--- config.mk ---
export PLATFORM = sky130hd
export DESIGN_NAME = muldiv_unit
export DESIGN_NICKNAME = d
export VERILOG_FILES = /design/src/hw/muldiv_pkg.sv /design/src/hw/muldiv_ctrl.sv /design/src/hw/muldiv_cycle_counter.sv /design/src/hw/mul_array.sv /design/src/hw/div_iter.sv /design/src/hw/hilo_acc.sv /design/src/hw/muldiv_unit.sv
export SDC_FILE = /design/constraint.sdc
export NUM_CORES = 2
export LEC_CHECK = 0
export BUFFER_PORTS_ARGS = -buffer_cell sky130_fd_sc_hd__buf_2
export CORE_UTILIZATION = 55
export DETAILED_ROUTE_END_ITERATION = 16
export PLACE_DENSITY = 0.83
export SYNTH_ARGS = -nofsm -noshare
export SYNTH_HDL_FRONTEND = slang
export SYNTH_HIERARCHICAL = 1
export SYNTH_SLANG_ARGS = --single-unit
--- constraint.sdc ---
create_clock -name clk -period 7.57 [get_ports clk]
set_input_delay 1.514 -clock clk [delete_from_list [all_inputs] [get_ports clk]]
set_output_delay 1.514 -clock clk [all_outputs]
set_load 0.02 [all_outputs]
--- src/hw/muldiv_pkg.sv ---
`default_nettype none

package muldiv_pkg;

	typedef logic [31:0] word_t;   // operand or one half of hi/lo
	typedef logic [63:0] dword_t;  // full product, or {hi, lo}
	typedef logic [5:0]  cnt_t;

	typedef enum logic [2:0]
	{
		op_mult,
		op_multu,
		op_div,
		op_divu,
		op_madd,
		op_maddu,
		op_msub,
		op_msubu
	} md_op_e;

	typedef enum logic [1:0]
	{
		st_idle,
		st_mul_run,
		st_div_run
	} ctrl_state_e;

	// accepting edge to result edge
	localparam cnt_t MUL_CYCLES = 6'd5;
	localparam cnt_t DIV_CYCLES = 6'd33;
	localparam cnt_t DIV_STEPS  = 6'd32;  // one quotient bit per step

	typedef struct packed
	{
		md_op_e op;
		word_t  a;
		word_t  b;
	} md_req_t;

	typedef struct packed
	{
		logic  en;
		logic  sel_hi;  // 1 = hi, 0 = lo
		word_t data;
	} hilo_wr_t;

endpackage

`default_nettype wire

--- src/hw/muldiv_ctrl.sv ---
`default_nettype none

module muldiv_ctrl
	import muldiv_pkg::*;
(
	input  wire logic   clk,
	input  wire logic   rst,
	input  wire logic   start,
	input  wire md_op_e op_in,
	input  wire logic   last,
	output logic        busy,
	output logic        load_mul,
	output logic        load_div,
	output logic        cnt_load,
	output cnt_t        cnt_len,
	output logic        commit,
	output md_op_e      op_held
);

	ctrl_state_e state;
	logic        accept;
	logic        is_div_req;

	// a start is only seen in idle, busy masks everything else
	assign accept     = (state == st_idle) && start;
	assign is_div_req = (op_in == op_div) || (op_in == op_divu);

	assign busy     = (state != st_idle);
	assign load_mul = accept && !is_div_req;
	assign load_div = accept && is_div_req;
	assign cnt_load = accept;
	assign cnt_len  = is_div_req ? DIV_CYCLES : MUL_CYCLES;
	assign commit   = busy && last;  // hi/lo update on the edge that ends the run

	always_ff @(posedge clk)
	begin
		if (!rst)
		begin
			state   <= st_idle;
			op_held <= op_mult;
		end
		else
		begin
			case (state)
				st_idle:
				begin
					if (accept)
					begin
						op_held <= op_in;
						state   <= is_div_req ? st_div_run : st_mul_run;
					end
				end
				st_mul_run, st_div_run:
				begin
					if (last)
						state <= st_idle;
				end
				default:
					state <= st_idle;
			endcase
		end
	end

endmodule

`default_nettype wire

--- src/hw/muldiv_cycle_counter.sv ---
`default_nettype none

module muldiv_cycle_counter
	import muldiv_pkg::*;
(
	input  wire logic clk,
	input  wire logic rst,
	input  wire logic load,
	input  wire cnt_t len,
	output logic      last
);

	cnt_t count;
	logic running;

	assign last = running && (count == '0);

	always_ff @(posedge clk)
	begin
		if (!rst)
		begin
			count   <= '0;
			running <= 1'b0;
		end
		else if (load)
		begin
			count   <= len - 6'd1;  // zero is reached in the final cycle
			running <= 1'b1;
		end
		else if (running)
		begin
			if (count == '0)
				running <= 1'b0;
			else
				count <= count - 6'd1;
		end
	end

endmodule

`default_nettype wire

--- src/hw/mul_array.sv ---
`default_nettype none

module mul_array
	import muldiv_pkg::*;
(
	input  wire logic    clk,
	input  wire logic    rst,
	input  wire logic    load,
	input  wire md_req_t req,
	output dword_t       product
);

	word_t              a_q;
	word_t              b_q;
	logic               sgn_q;
	logic               pend;     // operands captured, product not yet
	logic signed [32:0] a_ext;
	logic signed [32:0] b_ext;
	logic signed [65:0] prod_full;

	// one extra bit turns both signed and unsigned into a signed multiply
	assign a_ext     = {sgn_q & a_q[31], a_q};
	assign b_ext     = {sgn_q & b_q[31], b_q};
	assign prod_full = a_ext * b_ext;

	always_ff @(posedge clk)
	begin
		if (load)
		begin
			a_q   <= req.a;
			b_q   <= req.b;
			sgn_q <= (req.op == op_mult) || (req.op == op_madd) || (req.op == op_msub);
		end
		if (pend)
			product <= prod_full[63:0];
	end

	always_ff @(posedge clk)
	begin
		if (!rst)
			pend <= 1'b0;
		else
			pend <= load;
	end

endmodule

`default_nettype wire

--- src/hw/div_iter.sv ---
`default_nettype none

module div_iter
	import muldiv_pkg::*;
(
	input  wire logic    clk,
	input  wire logic    rst,
	input  wire logic    load,
	input  wire md_req_t req,
	output dword_t       result
);

	logic        sgn_in;
	word_t       a_mag;
	word_t       b_mag;
	word_t       dvsr_q;
	word_t       rem_q;
	word_t       quo_q;   // dividend shifts out the top, quotient bits in the bottom
	logic        neg_quo;
	logic        neg_rem;
	cnt_t        steps;
	logic [32:0] shifted;
	logic [32:0] diff;
	logic        borrow;
	word_t       quo_fix;
	word_t       rem_fix;

	assign sgn_in = (req.op == op_div);
	assign a_mag  = (sgn_in && req.a[31]) ? -req.a : req.a;
	assign b_mag  = (sgn_in && req.b[31]) ? -req.b : req.b;

	// one restoring step
	assign shifted = {rem_q, quo_q[31]};
	assign diff    = shifted - {1'b0, dvsr_q};
	assign borrow  = shifted < {1'b0, dvsr_q};

	always_ff @(posedge clk)
	begin
		if (load)
		begin
			dvsr_q  <= b_mag;
			rem_q   <= '0;
			quo_q   <= a_mag;
			neg_quo <= sgn_in && (req.a[31] ^ req.b[31]);
			neg_rem <= sgn_in && req.a[31];  // remainder follows the dividend
		end
		else if (steps != '0)
		begin
			rem_q <= borrow ? shifted[31:0] : diff[31:0];
			quo_q <= {quo_q[30:0], ~borrow};
		end
	end

	always_ff @(posedge clk)
	begin
		if (!rst)
			steps <= '0;
		else if (load)
			steps <= DIV_STEPS;
		else if (steps != '0)
			steps <= steps - 6'd1;
	end

	// divide by zero falls out of the loop as all-ones and the dividend
	assign quo_fix = neg_quo ? -quo_q : quo_q;
	assign rem_fix = neg_rem ? -rem_q : rem_q;
	assign result  = {rem_fix, quo_fix};

endmodule

`default_nettype wire

--- src/hw/hilo_acc.sv ---
`default_nettype none

module hilo_acc
	import muldiv_pkg::*;
(
	input  wire logic     clk,
	input  wire logic     rst,
	input  wire logic     commit,
	input  wire md_op_e   op,
	input  wire dword_t   product,
	input  wire dword_t   quotient_rem,
	input  wire hilo_wr_t wr,
	output word_t         hi,
	output word_t         lo
);

	dword_t hilo;

	assign hi = hilo[63:32];
	assign lo = hilo[31:0];

	always_ff @(posedge clk)
	begin
		if (!rst)
			hilo <= '0;
		else if (commit)  // a write on the same edge is dropped
		begin
			case (op)
				op_madd, op_maddu:
					hilo <= hilo + product;  // wraps at 64 bits
				op_msub, op_msubu:
					hilo <= hilo - product;
				op_div, op_divu:
					hilo <= quotient_rem;
				default:
					hilo <= product;
			endcase
		end
		else if (wr.en)
		begin
			if (wr.sel_hi)
				hilo[63:32] <= wr.data;
			else
				hilo[31:0] <= wr.data;
		end
	end

endmodule

`default_nettype wire

--- src/hw/muldiv_unit.sv ---
`default_nettype none

module muldiv_unit
	import muldiv_pkg::*;
(
	input  wire logic     clk,
	input  wire logic     rst,
	input  wire logic     start,
	input  wire md_req_t  req,
	input  wire hilo_wr_t wr,
	output logic          busy,
	output word_t         hi,
	output word_t         lo
);

	logic   load_mul;
	logic   load_div;
	logic   cnt_load;
	cnt_t   cnt_len;
	logic   last;
	logic   commit;
	md_op_e op_held;
	dword_t product;
	dword_t quotient_rem;

	muldiv_ctrl i_muldiv_ctrl
	(
		.clk      (clk),
		.rst      (rst),
		.start    (start),
		.op_in    (req.op),
		.last     (last),
		.busy     (busy),
		.load_mul (load_mul),
		.load_div (load_div),
		.cnt_load (cnt_load),
		.cnt_len  (cnt_len),
		.commit   (commit),
		.op_held  (op_held)
	);

	muldiv_cycle_counter i_muldiv_cycle_counter
	(
		.clk  (clk),
		.rst  (rst),
		.load (cnt_load),
		.len  (cnt_len),
		.last (last)
	);

	mul_array i_mul_array
	(
		.clk     (clk),
		.rst     (rst),
		.load    (load_mul),
		.req     (req),
		.product (product)
	);

	div_iter i_div_iter
	(
		.clk    (clk),
		.rst    (rst),
		.load   (load_div),
		.req    (req),
		.result (quotient_rem)
	);

	hilo_acc i_hilo_acc
	(
		.clk          (clk),
		.rst          (rst),
		.commit       (commit),
		.op           (op_held),
		.product      (product),
		.quotient_rem (quotient_rem),
		.wr           (wr),
		.hi           (hi),
		.lo           (lo)
	);

endmodule

`default_nettype wire

==> summary.txt <==
Clock network
  – TritonCTS clock tree: built
  – Max Root-Sink Buffers: 3
  – CTS clock-pin slew for the worst setup and hold paths: 0.06 ns
  – Skew-Pair Late Insertion Delay: 0.60 ns
  – Clk sinks: 309
  – CTS Hold Buffers Added: 0
  – H-tree levels: 2
  – Clk root buf: clkbuf_16
  – Num CTS Buffers: 38

Worst setup path
  – Worst Path Arrival: 8.19 ns
  – Reg-to-Reg Start: i_mul_array/sgn_q$_DFFE_PP_
  – Critical Path Fanout Max: 5
  – Critical Path Max Stage Delay: 0.62 ns
  – CP max-delay cell: fa_2
  – Crit Path Class: flip-flop to flip-flop
  – Reg2Reg Depth: 28
  – Startpoint types: flip-flop
  – CP most frequent cell: fa_1
  – Capture point of the worst reg-to-reg path: i_mul_array/product[56]$_DFFE_PP_
  – Reg-to-reg slack, setup: -0.28 ns
  – CP Data Required Time: 7.91 ns
  – Crit path capture type: flip-flop

Die
  – Core ar.: 108000 um2
  – Die Width: 332 um
  – Initial Util: 55.7%
  – Top Ports: 169
  – DIE HEIGHT: 332 um
  – Die Area: 110000 um2
  – Rows: 120

Routing
  – DRC viols: 0
  – Total Wirelength: 197000 um
  – Pre-Repair DR Iteration Count: 6
  – Routed vias/inst: 6.02
  – Detail Route Antenna Nets: 0
  – Vias: 50657
  – Average wire per cell in the routed design: 23.4 um
  – DRT iter0 DRCs: 5359

Timing
  – Slew HR: 12.8%
  – Setup violators final: 13
  – RSZ-0062 raised after global routing: true
  – FMAX: 0.127 GHz
  – Post-Route Skew: 0.0326 ns
  – Period utilization: 104%
  – Fin worst setup slack: -0.285 ns
  – Fin. Hold Viols: 0
  – Worst slew pin tran: 1.31 ns
  – Fin crit period: 7.85 ns
  – Final Max Slew Viols: 0

Global routing
  – Gr ovfl total: 0
  – Initial antenna violation count: 22
  – Vias in the first global route: 52409
  – Largest net degree at the start of global routing: 71
  – GRT Total Usage: 35.0%
  – GR peak layer: met2
  – First-pass GRT wire length: 298000 um
  – Met3 Resource Use GR: 9.92%
  – Routing usage on met1: 44.0%
  – Met2 usage in global routing: 55.5%

Cells and area
  – Area of the multi-input gates: 46800 um2
  – Sequential cell area: 8140 um2
  – Synthesis-to-finish area growth: 13.5%
  – Layout cells sized above 1: 14.2%
  – Final non-filler cell area: 68100 um2
  – Final #Nets: 8504
  – Fillcell total: 8063

Status
  – Failing checks: setup timing
  – Status: finished with violations

Min path
  – Worst Hold Launch: i_muldiv_ctrl/state[0]$_SDFFE_PN0P_
  – Worst min path class: flip-flop to flip-flop
  – Hold depth: 2
  – Min-Delay Endpoint: i_muldiv_ctrl/state[0]$_SDFFE_PN0P_

Place
  – Post-DP HPWL: 158000 um
  – IO buf count: 168
  – GP Congestion: 1.06
  – Post-Place Cell Area: 65100 um2

Yosys
  – Cell count after synthesis: 6625
  – YS warnings: 6
  – Mapped Area: 60000 um2
  – Syn Area/Cell: 9.06 um2

Run
  – Max Cap Viol: 0
==> cells in the final DEF (no fill, tap or decap), types with 24 or more instances in the layout <==
cell,n
inv_1,1167
fa_1,1095
nand2_1,901
and2_1,372
buf_4,353
ha_1,289
a21oi_1,288
nor2_1,248
xnor2_1,224
edfxtp_1,195
buf_2,168
o21ai_0,146
dfxtp_1,111
xor2_1,108
a21o_1,76
buf_12,66
mux2i_1,63
a211oi_1,58
nor3_1,52
mux2_2,52
clkbuf_16,49
o31ai_1,49
nand3_1,47
nor2b_1,40
and3_1,37
buf_6,36
a31oi_1,33
nand4_1,33
fa_2,32
inv_2,31
diode_2,30
o211ai_1,30
nand2b_1,29
o21bai_1,29
or3_1,27
o221ai_1,26
a21oi_2,24
==> timing repair <==
item	in CTS	in global routing
resized for setup	109	137
endpoints found under the hold margin	0	0
setup endpoints to repair	27	31
gates cloned	0	8
pin swaps	55	65
buffers inserted	18	39
==> routing by layer <==
metal  share of wire [%]  vias to the layer above
met4                 6.1                        4
met2                  45                     3329
met5               0.011                        -
met1                  36                    24988
met3                  13                      735
li1                    -                    21601
==> stage by stage <==
stage	std cells	util, %	setup slack [ns]	TNS (ns)	hold slack [ns]
6_report	8421	63.2	-0.285	-2.10	0.487
4_1_cts	8344	62.2	-0.0600	-0.201	0.485
3_5_place_dp	8257	60.5	-0.417	-5.63	0.476
5_1_grt	8393	63.2	-0.467	-5.69	0.512
3_3_place_gp	8257	60.5	-0.255	-2.35	0.458
2_1_floorplan	6627	-	0.000472	0	0.434
==> worst max-delay path by stage <==
| stage | slack (ns) | endpoint | cells past startpoint | startpoint |
|---|---|---|---|---|
| after floorplan | 0.0005 | i_mul_array/product[58]$_DFFE_PP_ | 29 | i_mul_array/sgn_q$_DFFE_PP_ |
| final | -0.28 | i_mul_array/product[56]$_DFFE_PP_ | 28 | i_mul_array/sgn_q$_DFFE_PP_ |
| after global routing | -0.47 | i_mul_array/product[56]$_DFFE_PP_ | 28 | i_mul_array/sgn_q$_DFFE_PP_ |
| after detailed placement | -0.42 | i_mul_array/product[57]$_DFFE_PP_ | 29 | i_mul_array/b_q[0]$_DFFE_PP_ |
| after CTS | -0.06 | i_mul_array/product[62]$_DFFE_PP_ | 25 | i_mul_array/a_q[25]$_DFFE_PP_ |
| after global placement | -0.26 | i_mul_array/product[62]$_DFFE_PP_ | 29 | i_mul_array/a_q[21]$_DFFE_PP_ |
==> sequential cells by signal, indices dropped and copies added (netlist names), 2 cells and up <==
register,count
i_mul_array/product,64
i_hilo_acc/hilo,64
i_mul_array/b_q,32
i_mul_array/a_q,32
i_div_iter/dvsr_q,32
i_muldiv_ctrl/op_held,2
i_div_iter/rem_q,32
i_div_iter/quo_q,32
i_muldiv_cycle_counter/count,6
i_muldiv_ctrl/state,2
i_div_iter/steps,6
==> worst max-delay path, delay by kind of cell, from the launching register on <==
family                     cells  cell delay (ns)
DFF                            1             0.41
buffers and inverters          7             0.61
adders and majority gates      9             4.33
xor gates and xnor gates       1             0.12
AOI/OAI and AO/OA              9             1.90
and+or+nand+nor                2             0.25
==> final cells by class <==
| type | count | area share, % |
|---|---|---|
| inverter | 1201 | 6.63 |
| antenna | 30 | 0.110 |
| tap | 1403 | 2.58 |
| clock inverter | 24 | 0.320 |
| timing repair buffer | 635 | 8.05 |
| sequential | 309 | 12.0 |
| multi-input combinational | 4773 | 68.8 |
| clock buffer | 46 | 1.54 |
Power is left out: the tool's default activity adds up to more than one toggle a clock period on the data nets, which glitch-free logic cannot reach.
